**src/rtl/pr_consts.svh**
```systemverilog
/*
	Build-time constants for the register unit
	Included by the package and by every module that sizes buses or registers
*/

`ifndef PR_CONSTS_SVH
`define PR_CONSTS_SVH

`define PR_CPU_NUMBER 1'b0	// Processor number on the system bus, 0 or 1
`define PR_WORD 16	// Data word width
`define PR_NREGS 8	// Register addresses, R0 at address 0

// L bus source codes, pr_ctl to pr_rfile
`define PR_L_ZERO 2'd0	// Bus idle
`define PR_L_REG 2'd1	// Addressed user register
`define PR_L_R0 2'd2	// Whole R0
`define PR_L_BLR 2'd3	// R0 bits 0..7 moved to 8..15

`endif

```
**src/rtl/pr_pkg.sv**
```systemverilog
/*
	Types shared by the register unit blocks
	Bit 0 is the MSB as in the CPU docs
*/

`include "pr_consts.svh"

package pr_pkg;

	// CPU flags held in R0 bits 0..8
	typedef struct packed {
		logic z;	// Zero
		logic m;	// Minus
		logic v;	// Overflow
		logic c;	// Carry
		logic l;	// Less
		logic e;	// Equal
		logic g;	// Greater
		logic y;	// Extension Y
		logic x;	// Extension X
	} pr_flags_t;

	// R0 seen as a bus word or split into flags and user bits
	typedef union packed {
		logic [0:`PR_WORD-1] word;	// Raw word, as LPC and bus reads see it
		struct packed {
			pr_flags_t flags;	// Bits 0..8
			logic [0:`PR_WORD-10] user;	// Bits 9..15, user settable
		} fields;
	} pr_r0_u;

	// Register access command from the sequencer
	typedef struct packed {
		logic [2:0] addr;	// 0 is R0, 1..7 user regs
		logic read;
		logic write;
		logic blr;	// Block registers, shows flags on L bits 8..15
	} pr_reg_cmd_t;

	// KI bus source select
	typedef enum logic [1:0] {
		ki_rz = 2'd0,
		ki_state = 2'd1,
		ki_rb = 2'd2,
		ki_zp = 2'd3
	} pr_ki_sel_e;

	// Flag group update strobes
	typedef struct packed {
		logic ust_z;	// Z
		logic ust_mc;	// M and C
		logic ust_v;	// V
		logic ust_leg;	// L, E, G
		logic ust_y;	// Y
		logic ust_x;	// X
	} pr_flag_upd_t;

endpackage

```
**src/rtl/pr_ctl.sv**
```systemverilog
/*
	Register unit control decode
	Turns register commands and instruction strobes into write enables and L bus selects
*/

`include "pr_consts.svh"

module pr_ctl import pr_pkg::*; (
	input logic clk,
	input logic arst_n,
	input pr_reg_cmd_t cmd,	// Address and access type
	input logic strobe,	// Write pulse from the sequencer
	input logic lpc,	// LPC, load whole R0
	input pr_flag_upd_t upd,	// Flag groups to update
	input logic q,	// User mode
	input logic zer_sp,
	input logic clm,	// Master clear
	output logic rf_we,	// Write R1..R7
	output logic [2:0] rf_addr,
	output logic [1:0] l_src,	// L bus source code
	output logic r0_we_full,	// All 16 bits of R0
	output logic r0_we_low,	// R0 bits 8..15 only
	output pr_flag_upd_t r0_flag_we,
	output logic zer	// Clear user bits and Q
);

	logic strobe_q;	// Strobe seen last cycle
	logic stb;	// First cycle of a strobe
	logic addr_r0;	// Command addresses R0
	logic wr;	// Qualified register write

	// Edge detect so a long strobe writes once
	always_ff @(posedge clk or negedge arst_n) begin
		if (!arst_n) begin
			strobe_q <= 1'b0;
		end else begin
			strobe_q <= strobe;
		end
	end

	assign stb = strobe & ~strobe_q;
	assign addr_r0 = (cmd.addr == 3'd0);
	assign wr = stb & cmd.write;

	// User register file
	assign rf_we = wr & ~addr_r0;
	assign rf_addr = cmd.addr;

	// R0 writes
	// In user mode the sequencer may only touch bits 8..15
	assign r0_we_full = (stb & lpc) | (wr & addr_r0 & ~q);
	assign r0_we_low = wr & addr_r0 & q;

	// Flag groups need the strobe too
	assign r0_flag_we = upd & {$bits(pr_flag_upd_t){stb}};

	assign zer = zer_sp | clm;	// Master clear also drops user state

	// L bus source with blocked registers first
	always_comb begin
		if (cmd.blr) begin
			l_src = `PR_L_BLR;
		end else if (cmd.read) begin
			if (addr_r0) begin
				l_src = `PR_L_R0;
			end else begin
				l_src = `PR_L_REG;
			end
		end else begin
			l_src = `PR_L_ZERO;	// No read, bus stays zero
		end
	end

endmodule

```
**src/rtl/pr_rfile.sv**
```systemverilog
/*
	User registers R1..R7 and the L bus read multiplexer
	Writes come from the W bus, reads go out on L together with R0 views
*/

`include "pr_consts.svh"

module pr_rfile import pr_pkg::*; (
	input logic clk,
	input logic arst_n,
	input logic [0:`PR_WORD-1] w,	// W bus
	input logic rf_we,
	input logic [2:0] rf_addr,	// 1..7 here, 0 never written
	input logic [1:0] l_src,
	input pr_r0_u r0,	// Current status word
	output logic [0:`PR_WORD-1] l	// L bus
);

	localparam int HALF = `PR_WORD / 2;

	logic [0:`PR_WORD-1] regs [1:`PR_NREGS-1];	// R1..R7
	logic [0:`PR_WORD-1] rd_reg;	// Addressed register
	logic [0:`PR_WORD-1] blr_word;	// Flags shifted down a byte

	// Register writes
	always_ff @(posedge clk or negedge arst_n) begin
		if (!arst_n) begin
			for (int i = 1; i < `PR_NREGS; i++) begin
				regs[i] <= '0;
			end
		end else if (rf_we && rf_addr != 3'd0) begin
			regs[rf_addr] <= w;
		end
	end

	// Address 0 has no storage here
	always_comb begin
		if (rf_addr == 3'd0) begin
			rd_reg = '0;
		end else begin
			rd_reg = regs[rf_addr];
		end
	end

	// R0 bits 0..7 land in L bits 8..15
	assign blr_word = {{HALF{1'b0}}, r0.word[0:HALF-1]};

	always_comb begin
		case (l_src)
			`PR_L_REG: l = rd_reg;
			`PR_L_R0: l = r0.word;
			`PR_L_BLR: l = blr_word;
			default: l = '0;
		endcase
	end

endmodule

```
**src/rtl/pr_r0.sv**
```systemverilog
/*
	R0 status register, CPU flags in bits 0..8 and user bits in 9..15
	Loads whole or in part from W, updates flags by group from the ALU
*/

`include "pr_consts.svh"

module pr_r0 import pr_pkg::*; (
	input logic clk,
	input logic arst_n,
	input logic [0:`PR_WORD-1] w,	// W bus
	input logic r0_we_full,	// Load all bits
	input logic r0_we_low,	// Load bits 8..15
	input pr_flag_upd_t r0_flag_we,	// Per group update
	input logic zer,	// Clear user bits
	input logic zs,	// ALU result zero
	input logic s_1,	// Sign before extension
	input logic s0,	// Result sign
	input logic carry,
	input logic aryt,	// Arithmetic compare
	input logic ovf,
	input logic exy,
	input logic exx,
	output pr_r0_u r0
);

	localparam int HALF = `PR_WORD / 2;

	pr_r0_u r0_q;
	logic cmp_g;	// Greater from compare
	logic cmp_l;	// Less from compare

	// Compare rule
	// Arithmetic uses the sign, logical uses the carry
	always_comb begin
		if (aryt) begin
			cmp_g = ~zs & ~s_1;
			cmp_l = s_1;
		end else begin
			cmp_g = carry & ~zs;
			cmp_l = ~carry;
		end
	end

	always_ff @(posedge clk or negedge arst_n) begin
		if (!arst_n) begin
			r0_q <= '0;
		end else begin
			if (r0_we_full) begin
				r0_q.word <= w;	// Whole word wins over flags
			end else begin
				if (r0_flag_we.ust_z) begin
					r0_q.fields.flags.z <= zs;
				end
				if (r0_flag_we.ust_mc) begin
					r0_q.fields.flags.m <= s0;
					r0_q.fields.flags.c <= carry;
				end
				if (r0_flag_we.ust_v) begin
					r0_q.fields.flags.v <= ovf;
				end
				if (r0_flag_we.ust_leg) begin
					r0_q.fields.flags.l <= cmp_l;
					r0_q.fields.flags.e <= zs;
					r0_q.fields.flags.g <= cmp_g;
				end
				if (r0_flag_we.ust_y) begin
					r0_q.fields.flags.y <= exy;
				end
				// X sits in bit 8, so a user-mode load owns it
				if (r0_we_low) begin
					r0_q.word[HALF:`PR_WORD-1] <= w[HALF:`PR_WORD-1];
				end else if (r0_flag_we.ust_x) begin
					r0_q.fields.flags.x <= exx;
				end
			end
			if (zer) begin
				r0_q.fields.user <= '0;	// Clear beats any load
			end
		end
	end

	assign r0 = r0_q;

endmodule

```
**src/rtl/pr_sysregs.sv**
```systemverilog
/*
	System side registers RB, NB, Q and BS
	Drives the active-low system bus drivers and selects the KI bus source
*/

`include "pr_consts.svh"

module pr_sysregs import pr_pkg::*; (
	input logic clk,
	input logic arst_n,
	input logic [0:`PR_WORD-1] w,	// W bus
	input logic w_rba,	// RB[10:15]
	input logic w_rbb,	// RB[4:9]
	input logic w_rbc,	// RB[0:3]
	input logic w_bar,	// Load NB, Q, BS
	input logic strobe,
	input logic zer,	// Clears Q
	input logic clm,	// Clears NB and BS
	input logic bar_nb,	// NB onto system bus
	input logic q_nb,	// Q onto system bus
	input logic bp_nb,
	input logic pn_nb,
	input logic rpn,	// Requested processor number
	input pr_ki_sel_e ki_sel,
	input logic [0:`PR_WORD-1] rz,
	input logic [0:`PR_WORD-1] zp,
	input logic [0:9] rs,
	output logic q,	// User mode flag
	output logic [0:3] dnb_n,
	output logic dqb_n,
	output logic dpn_n,
	output logic zgpn,	// Request is for this CPU
	output logic [0:`PR_WORD-1] ki
);

	logic [0:`PR_WORD-1] rb;	// Binary load register
	logic [0:3] nb;	// Block number
	logic bs;

	// RB fields all take the low W bits
	always_ff @(posedge clk or negedge arst_n) begin
		if (!arst_n) begin
			rb <= '0;
		end else if (strobe) begin
			if (w_rba) rb[10:15] <= w[10:15];
			if (w_rbb) rb[4:9] <= w[10:15];
			if (w_rbc) rb[0:3] <= w[12:15];	// Only four bits here
		end
	end

	// NB, BS and Q with clears taking priority
	always_ff @(posedge clk or negedge arst_n) begin
		if (!arst_n) begin
			nb <= '0;
			bs <= 1'b0;
			q <= 1'b0;
		end else begin
			if (clm) begin
				nb <= '0;
				bs <= 1'b0;
			end else if (strobe && w_bar) begin
				nb <= w[12:15];
				bs <= w[11];
			end
			if (zer) begin
				q <= 1'b0;
			end else if (strobe && w_bar) begin
				q <= w[10];
			end
		end
	end

	assign zgpn = (rpn == `PR_CPU_NUMBER);
	assign dnb_n = bar_nb ? ~nb : 4'hf;	// Released when not enabled
	assign dqb_n = ~(q_nb & q);
	// Low for the other CPU's block or when CPU 1 asserts its number
	assign dpn_n = ~((bp_nb & (bs ^ `PR_CPU_NUMBER)) | (pn_nb & `PR_CPU_NUMBER));

	always_comb begin
		case (ki_sel)
			ki_rz: ki = rz;
			ki_state: ki = {rs, q, bs, nb};	// Processor state word
			ki_rb: ki = rb;
			default: ki = zp;
		endcase
	end

endmodule

```
**src/rtl/pr.sv**
```systemverilog
/*
	Register unit top, CPU user registers, R0 and system registers
	Wires the control decode, register file, R0 and system register blocks
*/

`include "pr_consts.svh"

module pr import pr_pkg::*; (
	input logic clk,
	input logic arst_n,
	input logic [0:`PR_WORD-1] w,	// W bus
	input pr_reg_cmd_t cmd,
	input logic strobe,
	input logic lpc,
	input pr_flag_upd_t upd,
	input logic zs,
	input logic s_1,
	input logic s0,
	input logic carry,
	input logic aryt,
	input logic ovf,
	input logic exy,
	input logic exx,
	input logic w_rba,
	input logic w_rbb,
	input logic w_rbc,
	input logic w_bar,
	input logic clm,
	input logic zer_sp,
	input logic bar_nb,
	input logic q_nb,
	input logic bp_nb,
	input logic pn_nb,
	input logic rpn,
	input pr_ki_sel_e ki_sel,
	input logic [0:`PR_WORD-1] rz,
	input logic [0:`PR_WORD-1] zp,
	input logic [0:9] rs,
	output logic [0:`PR_WORD-1] l,	// L bus
	output pr_r0_u r0,
	output logic [0:`PR_WORD-1] ki,	// KI bus
	output logic [0:3] dnb_n,
	output logic dqb_n,
	output logic dpn_n,
	output logic zgpn,
	output logic q
);

	logic rf_we;
	logic [2:0] rf_addr;
	logic [1:0] l_src;
	logic r0_we_full;
	logic r0_we_low;
	pr_flag_upd_t r0_flag_we;
	logic zer;

	pr_ctl u_ctl (
		.clk, .arst_n, .cmd, .strobe, .lpc, .upd, .q, .zer_sp, .clm,
		.rf_we, .rf_addr, .l_src, .r0_we_full, .r0_we_low, .r0_flag_we, .zer
	);

	pr_rfile u_rfile (
		.clk, .arst_n, .w, .rf_we, .rf_addr, .l_src, .r0, .l
	);

	pr_r0 u_r0 (
		.clk, .arst_n, .w, .r0_we_full, .r0_we_low, .r0_flag_we, .zer,
		.zs, .s_1, .s0, .carry, .aryt, .ovf, .exy, .exx, .r0
	);

	pr_sysregs u_sysregs (
		.clk, .arst_n, .w, .w_rba, .w_rbb, .w_rbc, .w_bar, .strobe, .zer, .clm,
		.bar_nb, .q_nb, .bp_nb, .pn_nb, .rpn, .ki_sel, .rz, .zp, .rs,
		.q, .dnb_n, .dqb_n, .dpn_n, .zgpn, .ki
	);

endmodule

```
**config.mk**
```make
export PLATFORM = sky130hd
export DESIGN_NAME = pr
export DESIGN_NICKNAME = d
export VERILOG_FILES = /design/src/rtl/pr_pkg.sv /design/src/rtl/pr_ctl.sv /design/src/rtl/pr_rfile.sv /design/src/rtl/pr_r0.sv /design/src/rtl/pr_sysregs.sv /design/src/rtl/pr.sv
export VERILOG_INCLUDE_DIRS = /design/src /design/src/rtl
export SDC_FILE = /design/constraint.sdc
export NUM_CORES = 1
export LEC_CHECK = 0
export CAP_MARGIN = 20
export CELL_PAD_IN_SITES_DETAIL_PLACEMENT = 1
export CELL_PAD_IN_SITES_GLOBAL_PLACEMENT = 1
export CORE_MARGIN = 3
export CORE_UTILIZATION = 48
export CTS_BUF_LIST = sky130_fd_sc_hd__clkbuf_8
export CTS_CLUSTER_SIZE = 16
export DETAILED_ROUTE_END_ITERATION = 12
export DONT_BUFFER_PORTS = 1
export GPL_TIMING_DRIVEN = 0
export PLACE_DENSITY_LB_ADDON = 0.1
export SYNTH_ARGS = -nofsm -noshare
export SYNTH_HDL_FRONTEND = slang
export SYNTH_SLANG_ARGS = --single-unit
```
**constraint.sdc**
```tcl
create_clock -name clk -period 1.8 [get_ports clk]
set_input_delay 0.36 -clock clk [delete_from_list [all_inputs] [get_ports clk]]
set_output_delay 0.36 -clock clk [all_outputs]
set_load 0.02 [all_outputs]
```
Yosys cells after proc, flatten, opt, wreduce, memory -nomap -nowiden:

Cells that the tools add are included.

* bits in registers: 151
* input port bits: 95
* output and inout bits: 56
* word-level logic and storage cells: 103

* order comparisons: 2
* equality and inequality tests: 5
* multiplexer cells: 32
* bitwise logic cells: 25
* reductions and logical operators: 18

Operators with widths (number)
* $bwmux 112: 1
* $pmux 16 s3: 2
* $mux 16: 5
* $bmux 16 s3: 1
* $demux 16 s3: 1
* $mux 7: 2
* $reduce_bool 2->1: 7
* $mux 1: 13
* $mux 4: 3
* $and 1x1->1: 11
* $not 1->1: 9
* $reduce_bool 3->1: 3
* $and 6x6->6: 1
* $eq 2x2->1 const B: 3
* $mux 2: 3
* $reduce_and 2->1: 3
* $eq 2x1->1 const B: 2
* $ge 4x4->1 const B: 1
* $lt 4x1->1 const B: 1
* $not 3->4: 1
* $not 4->4: 1
* $logic_and 1x1->1: 3
* $logic_not 3->1: 1
* $mux 3: 1
* 2 further kinds: 3

Logic depth before layout (Yosys ltp):

Gate-level depths: netlist of run 1.

* depth after elaboration: 8
* gate-level depth with buffers: 7
* depth with buffers taken out: 4

Modules after synthesis:

A second synthesis of run 1 with hierarchy kept.

* cells, all modules: 559
* area total of the unflattened synthesis: 7723.7 sq um

Modules (own cells, without submodules)
* pr_rfile: instances 1, cells an instance 378, area an instance 5525.3 sq um, seq. area each 2802.7 sq um
* pr_sysregs: instances 1, cells an instance 88, area an instance 1320.0 sq um, seq. area each 550.5 sq um
* pr_r0: instances 1, cells an instance 73, area an instance 718.2 sq um, seq. area each 400.4 sq um
* pr_ctl: instances 1, cells an instance 20, area an instance 160.2 sq um, seq. area each 25.0 sq um

Least setup slack after synthesis of run 1:

Ideal clock, no wire load.

* path type: input port to output port
* from: input port cmd[5] (netlist bit)
* to: output port l[8] (netlist bit)
* arrival time: 1.749 ns
* data required time: 1.440 ns
* path slack: -0.309 ns
* stages on the path: 7
* buffers on the path: 3
* cells stage by stage: buf_6 buf_2 clkbuf_1 a21oi_1 a211oi_1 nor4_1 o21ai_0

* longest elaborated chain between the ends: 6
* elaborated cells on any way between the ends: 13
* classes of those cells: eq/ne (3); mux (8); bitwise (1); reduce/logical (1)

RTL lines
* start: declaration: line pr.sv:12 `input pr_reg_cmd_t cmd,`
* $not 3->4 (not written as such) / $logic_not 3->1 (equally long branches): line pr_rfile.sv:41, pr_ctl.sv:42, pr_rfile.sv:38
* $bmux 16 s3 / $mux 2 (equally long branches): line pr_rfile.sv:41, pr_ctl.sv:64
* $mux 16 (not written as such) / $mux 2 (equally long branches): line pr_rfile.sv:41, pr_ctl.sv:63
* $mux 16 (not written as such) / $mux 2 (equally long branches): line pr_rfile.sv:41, pr_ctl.sv:61
* $mux 16, or another cell as far along: line pr_rfile.sv:38 `if (rf_addr == 3'd0) begin`
* $pmux 16 s3 *: line pr_rfile.sv:49 `case (l_src)`
* end: declaration: line pr.sv:39 `` output logic [0:`PR_WORD-1] l, ``

Mark *: on every way between the ends. The rest lies on a longest branch, timed or not. The select of a mux whose other input is x is not followed.

Worst setup path in the final report of run 1:

* from: input port cmd[5] (netlist bit)
* to: output port l[14] (netlist bit)

Same word-level chain as after synthesis.

==> impl_metrics.ini, run 1 <==
[route]
via_per_inst = 6.147
route.met2.wl_um = 11300
wl_met1_um = 9963
final_antenna_net_count = 0
post_drt_wl_per_cell_um = 27.36
routed-wl-met3_um = 1858
via_count = 5262
remaining_drc_errors = 0
wl_um = 23420
first_pass_iters = 4
topRoutingLayerUsed = met4
drt_iter0_markers = 331

[worst_setup_path]
path_max_fanout = 10
r2r_setup_slack_ps = -60
crit_type = input pin to primary output
critPathCaptureType = primary output
cp-start-kind = input pin
crit_required_ps = 1440
crit-reg2reg-launch = u_ctl.strobe_q
r2r-end = u_rfile.regs[50]
critPathArrivalTime_ps = 1690
rr_worst_depth = 5

[floorplanning]
die_x_um = 131.5
die_area_um2 = 17290
fp-row-count = 45
core_um2 = 15310
initial_core_util_pct = 49.37
dieHeight_um = 131.5
num_io_pins = 151

[cts]
cts-htree-levels = 4
cts.sinks = 151
cts-buffers-inserted = 17
cts_buffer_depth = 2
cts_hold_buf = 2
cts_tree = done
path_clk_slew_ps = 80
clk_latency_ps = 440
cts_root_buffer = clkbuf_8

[power]
powerDensity_nw_per_um2 = 984.4
power_leakage_nw = 3.941
finalPower_mw = 9.026
max-vdd-ir-drop_mv = 0.5535

[cells_and_area]
final_nets = 728
final_layout_size_suffix_gt1_share_pct = 48.22
design_area_um2 = 9169
final_common_cell = dfrtp_1
num_antenna_cells = 0
fin_cells = 856
area_growth_pct = 21.26
final_cell_mix = 149 x dfrtp_1, 115 x mux2_2, 30 x nand2_1, 26 x mux2i_1, 25 x mux4_2

[placement]
place.gp.congestion = 0.8367
dp_hpwl_um = 15440
dpl_cell_area_um2 = 7911
portBuffers = 0
place_inst = 800

[status]
violations = negative hold slack, negative setup slack
status = finished with violations

[logic_synthesis]
synth_cell_types = 51
synth_nets = 684
async_flop_share_pct = 100.0
yosys_warnings = 0
synth_ff_type = dfrtp_1
synth-edff-count = 0
syn-cell-area_um2 = 7561
ys_ff_latch = 151
syn_inst = 589
syn_area_per_cell_um2 = 12.84
yosysSeqAreaShare_pct = 49.98

[timing]
fmax_mhz = 486.6
finalCritPeriodShare_pct = 114.2
tns_ps = -2929
setup_violations = 27
maxSlewViolCount = 0
tightestPinTransition_ps = 648.1
holdWs_ps = -401.3
relSlewSlack_pct = 56.79
finalWorstSetupSlack_ps = -254.9
finalClockSkew_ps = 6.460
hold_violations = 151
period_minus_slack_ps = 2055
rsz0062_at_grt = yes

[global_route]
grt_pass1_vias = 5719
overflow = 0
grt_antenna_before_repair = 0
grt_max_degree = 152
grt_pass1_wl_um = 35100
grtUsageTotal_pct = 26.91

[worst_hold_path]
min_path_type = input pin to async pin

[flow_run]
max_cap_violations = 0
==> worst max-delay path by stage <==
stage / startpoint / end / slack, ps / cells after the start
after floorplan: cmd[3] / l[8] / -30 / 5
after global placement: cmd[5] / l[14] / -530 / 7
after detailed placement: cmd[5] / l[14] / -560 / 7
after CTS: cmd[5] / l[14] / -270 / 7
after global routing: u_rfile.regs[22] / l[9] / -300 / 3
final: cmd[5] / l[14] / -250 / 7
==> cell usage after synthesis (all sizes together), types with 5 or more instances <==
library cell	instances	area [um^2]
dfrtp	151	3779
nor2b	9	56.30
mux4	25	563.0
nand2	35	131.4
mux2	131	1475
o21ai	33	176.4
inv	9	33.78
mux2i	28	280.3
nor2	15	58.81
buf	28	166.4
a211oi	7	52.55
clkbuf	15	56.30
nor3	6	52.55
nand2b	5	31.28
a21oi	21	105.1
nand3	10	65.06
nand3b	8	60.06
==> metal layers <==
metal	vias up	GRT usage, %
met5	-	0
met4	0	5.543
met3	23	8.997
met2	189	43.24
met1	2782	35.94
li1	2268	-
==> sequential cells by signal, indices dropped and copies added, names as in the netlist <==
name / flops
u_rfile.regs: 112
u_r0.r0: 16
u_sysregs.rb: 16
u_sysregs.nb: 4
u_ctl.strobe_q: 1
u_sysregs.bs: 1
u_sysregs.q: 1
==> cells by family after synthesis <==
group / Yosys count / synth area share (%)
AOI/OAI and AO/OA: 97 / 8.340
and+or+nand+nor: 104 / 7.579
buffers and inverters: 53 / 3.442
DFF: 151 / 49.98
muxes: 184 / 30.66
==> timing repair <==
item                                   CTS  global route
setup endpoints to repair              121            75
gates cloned                             2             1
setup buffers                           13            12
pin swaps                               25            13
endpoints found under the hold margin  157           151
resized for setup                       99            55
==> worst max-delay path, stage by stage <==
cell	delay, ps
buf_6	130
buf_8	170
buf_12	160
mux2i_2	250
o22ai_2	130
a211oi_4	360
o21ai_4	130
==> stage by stage <==
stage	util [%]	setup slack [ps]
floorplan	-	-30.32
global placement	51.66	-530.5
detailed placement	51.66	-555.6
CTS	57.88	-267.9
global route	59.87	-297.3
finish	59.87	-254.9
==> where the power goes <==
group	total (mW)	switching (mW)	internal, mW	leakage, nW
clock	2.82	1.29	1.53	0.214
combinational	1.81	0.841	0.965	1.82
sequential	4.40	0.417	3.98	1.91
==> cell type report <==
type                       instances  area, um^2
sequential                       151        3781
clock buffer                      18       247.7
multi-input combinational        385        4024
fill                            1489        6146
clock inverter                    13       181.4
buffer                            40       361.6
tap                              211       264.0
inverter                          10       37.54
timing repair buffer              28       271.5
Note: power is estimated with default switching activity, not from simulation.
==> inputs of run 2 (changes only) <==
- CORE_UTILIZATION: 48 -> 40
- clock period: 1.8 -> 2.6 ns (I/O delays scaled with it)
==> impl_metrics.ini, run 2 (synthesized netlist as in run 1, its figures left out) <==
[worst_setup_path]
critPathCaptureType = primary output
cp-start-kind = input pin
crit_type = input pin to primary output
crit_top_cell = buf_2
r2r_setup_slack_ps = 360
rr_worst_depth = 6
cp_slowest_stage_delay_ps = 410
cp.depth = 7
crit_required_ps = 2080
slowest_stage = buf_2
path_max_fanout = 10
crit_chain = buf_6 -> buf_2 -> buf_2 -> nand3b_1 -> a21oi_1 -> a211oi_1 -> o21ai_2
critPathTopFamily = buffers and inverters
path_buf_inv = 3
critPathArrivalTime_ps = 2020

[power]
p_sw_share_pct = 27.06
switchingPower_mw = 1.704
max-vdd-ir-drop_mv = 0.3400
seqPwrFrac_pct = 48.2
p_int_mw = 4.594
pwr-share-clk_pct = 35.1
powerDensity_nw_per_um2 = 746.5
p_comb_share_pct = 16.7
power_leakage_nw = 3.667

[placement]
portBuffers = 0
dpl_cell_area_um2 = 7848
place.gp.congestion = 0.7944
place_worst_setup_slack_ps = -732.5
dp_hpwl_um = 16630

[cts]
cts_root_buffer = clkbuf_8
cts-htree-levels = 4
path_clk_slew_ps = 80
clk_latency_ps = 460
cts_tree = done
cts_buffer_depth = 2
postCtsSetupBuffers = 0
cts.sinks = 151
cts-buffers-inserted = 17

[cells_and_area]
final_cell_mix = 151 x dfrtp_1, 131 x mux2_2, 35 x nand2_1, 28 x mux2i_1, 25 x mux4_2
fillCellCount = 1875
final_layout_size_suffix_gt1_share_pct = 40.26
top_register = u_rfile.regs
final_common_cell = dfrtp_1
design_area_um2 = 8437
largest_reg_flops = 112
area_growth_pct = 11.58
multiInputGateArea_um2 = 3597
final_nets = 703
layout.area.seq_um2 = 3779
num_antenna_cells = 0

[timing]
rsz0062_at_grt = yes
maxSlewViolCount = 0
tightestPinTransition_ps = 713.4
finalClockSkew_ps = 10.18
period_minus_slack_ps = 2543
setup_violations = 0
finalWorstSetupSlack_ps = 56.50
fmax_mhz = 393.2
relSlewSlack_pct = 52.44
hold_violations = 151
holdWs_ps = -241.0
finalCritPeriodShare_pct = 97.83

[floorplanning]
core_um2 = 18270
dieHeight_um = 143.5
die_area_um2 = 20590
die_x_um = 143.5
num_io_pins = 151
initial_core_util_pct = 41.38
fp-row-count = 49

[route]
via_per_inst = 6.034
via_count = 5129
drt_iter0_markers = 309
first_pass_iters = 4
post_drt_wl_per_cell_um = 27.94
wl_um = 23750
final_antenna_net_count = 0
remaining_drc_errors = 0

[worst_hold_path]
min_path_type = input pin to async pin

[flow_run]
max_cap_violations = 0

[global_route]
grtUsageTotal_pct = 23.39
grt_max_degree = 152
grt_antenna_before_repair = 0
grt_pass1_wl_um = 35200
grt_pass1_vias = 5683
overflow = 0

[status]
status = finished with violations
violations = negative hold slack
-- run 2: cell types whose count changed in the layout (fill, tap and decap cells not counted), moves of 7 or more --
cell / change
mux2_2: +16
mux2_4: -16
buf_4: -15
o21ai_0: +11
buf_2: +9
o21ai_4: -9
a21oi_4: -8
buf_6: -8
a21oi_1: +7
buf_8: -7
-- run 2: area by class of cell --
type	instances	area share, %
sequential	151	44.79
multi-input combinational	385	42.64
tap	229	3.396
clock buffer	19	3.100
buffer	43	2.951
clock inverter	13	2.684
inverter	10	0.4449
-- run 2: worst paths after layout --
check	startpoint	endpoint
setup / recovery	cmd[5]	l[14]
hold / removal	arst_n	u_rfile.regs[34]
setup reg to reg	u_ctl.strobe_q	u_rfile.regs[28]
hold reg to reg	u_sysregs.rb[8]	u_sysregs.rb[8]
max in group asynchronous	arst_n	u_sysregs.rb[2]
min in group clk	strobe	u_ctl.strobe_q
-- run 2: power by group through the flow --
stage	Sequential [mW]	Clock (mW)	Combinational [mW]
after global routing	3.08	2.35	1.14
after floorplan	2.98	0	0.831
after detailed placement	3.07	0	1.02
after global placement	3.04	0	0.987
after CTS	3.03	2.25	1.05
final	3.03	2.21	1.05
-- run 2: through the flow --
| step | power (mW) | instances | hold WS (ps) | utilization, % | setup TNS, ps |
|---|---|---|---|---|---|
| floorplan | 3.807 | 589 | 224.4 | - | 0 |
| global placement | 4.029 | 818 | 232.2 | 42.95 | -7206 |
| detailed placement | 4.097 | 818 | 230.5 | 42.95 | -7452 |
| CTS | 6.328 | 850 | -269.2 | 45.99 | 0 |
| global route | 6.569 | 850 | -265.1 | 46.18 | -0.4610 |
| finish | 6.298 | 850 | -241.0 | 46.18 | 0 |
-- run 2: per-layer routing --
layer / track usage, % / wire length, um
met5: 0 / 0
met4: 4.955 / 180
met3: 4.958 / 1671
met2: 41.30 / 11910
met1: 29.75 / 9989
-- run 2: timing repair --
action,CTS,global route
setup endpoints to repair,16,15
gates resized for setup,30,11
endpoints found under the hold margin,151,151
pin swaps,0,2
==> inputs of run 3 (changes only) <==
==> constraint.sdc (replaced) <==
create_clock -name clk -period 2.6 [get_ports clk]
set_input_delay 0.13 -clock clk [delete_from_list [all_inputs] [get_ports clk]]
set_output_delay 0.13 -clock clk [all_outputs]
set_load 0.02 [all_outputs]
==> impl_metrics.ini, run 3 (synthesized netlist as in run 1, its figures left out) <==
[cts]
cts-buffers-inserted = 17
cts_buffer_depth = 2
cts_resized = 0
cts_tree = done
cts-htree-levels = 4
clk_latency_ps = 460
cts_root_buffer = clkbuf_8
postCtsSetupBuffers = 0
path_clk_slew_ps = 90
cts.sinks = 151
cts_hold_buf = 31

[power]
power_leakage_nw = 3.764
max-vdd-ir-drop_mv = 0.3626
powerDensity_nw_per_um2 = 731.6

[worst_setup_path]
cp-start-kind = input pin
crit_type = input pin to primary output
crit_top_cell = buf_2
crit_required_ps = 2470
critPathArrivalTime_ps = 2390
path_buf_inv = 4
critPathCaptureType = primary output
critPathTopFamily = buffers and inverters
path_max_fanout = 10
slowest_stage = o21ai_0
cp_slowest_stage_delay_ps = 690
crit_chain = buf_6 -> buf_2 -> clkbuf_1 -> buf_2 -> a21oi_1 -> o21ai_0

[placement]
place.gp.congestion = 0.7944
dp_hpwl_um = 16630
portBuffers = 0

[status]
violations = negative hold slack
status = finished with violations

[timing]
finalClockSkew_ps = 8.758
tns_ps = 0
relSlewSlack_pct = 39.25
maxSlewViolCount = 0
holdWs_ps = -636.6
fmax_mhz = 396.5
hold_violations = 151
setup_violations = 0
tightestPinTransition_ps = 901.8
finalCritPeriodShare_pct = 97.00
period_minus_slack_ps = 2522
rsz0062_at_grt = no

[route]
via_per_inst = 5.984
wl_um = 24030
first_pass_iters = 4
drt_iter0_markers = 326
via_count = 5272
final_antenna_net_count = 0
post_drt_wl_per_cell_um = 27.28
remaining_drc_errors = 0

[cells_and_area]
final_layout_size_suffix_gt1_share_pct = 34.66
final_common_cell = dfrtp_1
final_nets = 734
largest_reg_flops = 112
area_growth_pct = 14.35
top_register = u_rfile.regs
final_cell_mix = 151 x dfrtp_1, 131 x mux2_2, 35 x nand2_1, 31 x o21ai_0, 31 x dlygate4sd3_1
num_antenna_cells = 0

[global_route]
grt_pass1_wl_um = 35650
grt_max_degree = 152
grt_antenna_before_repair = 0
overflow = 0
grtUsageTotal_pct = 23.61
grt_pass1_vias = 5825

[floorplanning]
die_area_um2 = 20590
die_x_um = 143.5
fp-row-count = 49
dieHeight_um = 143.5
initial_core_util_pct = 41.38
num_io_pins = 151
core_um2 = 18270

[flow_run]
max_cap_violations = 0

[worst_hold_path]
min_path_type = input pin to async pin
-- run 3: per-stage QoR --
step                      cell area, um^2  total power [mW]  instances  utilization [%]  setup slack (ps)
after floorplan                      7561             3.807        589                -             830.8
after CTS                            8646             6.368        881            47.32             27.41
after detailed placement             7848             4.097        818            42.95             47.49
after global placement               7848             4.029        818            42.95             66.28
final                                8646             6.325        881            47.32             78.10
after global routing                 8646             6.601        881            47.32             37.22
-- run 3: where the power goes --
| group | switching (mW) | total [mW] | internal, mW | leakage (nW) |
|---|---|---|---|---|
| registers | 0.280 | 3.03 | 2.75 | 1.91 |
| clock network | 0.925 | 2.21 | 1.29 | 0.243 |
| logic | 0.506 | 1.08 | 0.575 | 1.61 |
-- run 3: metal layers --
layer,global-route usage [%],vias up,share of wire (%)
met5,0,-,0
met4,5.748,0,1.1
met2,41.45,179,51
met3,5.524,16,7.1
li1,-,2275,-
met1,29.58,2802,41
-- run 3: path summary, 6_finish.rpt --
| kind | startpoint | endpoint | slack (ps) | cells past startpoint |
|---|---|---|---|---|
| setup / recovery | cmd[5] | l[12] | 80 | 6 |
| setup reg to reg | u_ctl.strobe_q | u_rfile.regs[28] | 380 | 6 |
| hold / removal | arst_n | u_rfile.regs[19] | -640 | 0 |
| min in group clk | upd[4] | u_r0.r0[12] | 20 | 2 |
| hold reg to reg | u_sysregs.rb[8] | u_sysregs.rb[8] | 510 | 1 |
| max in group asynchronous | arst_n | u_rfile.regs[59] | 3040 | 0 |
-- run 3: cell type report --
class	instances	area [um^2]
multi-input combinational	385	3522
timing repair buffer	31	310.3
tap	229	286.5
buffer	43	222.7
clock buffer	19	261.5
sequential	151	3779
inverter	10	37.54
fill	1883	9624
clock inverter	13	226.5
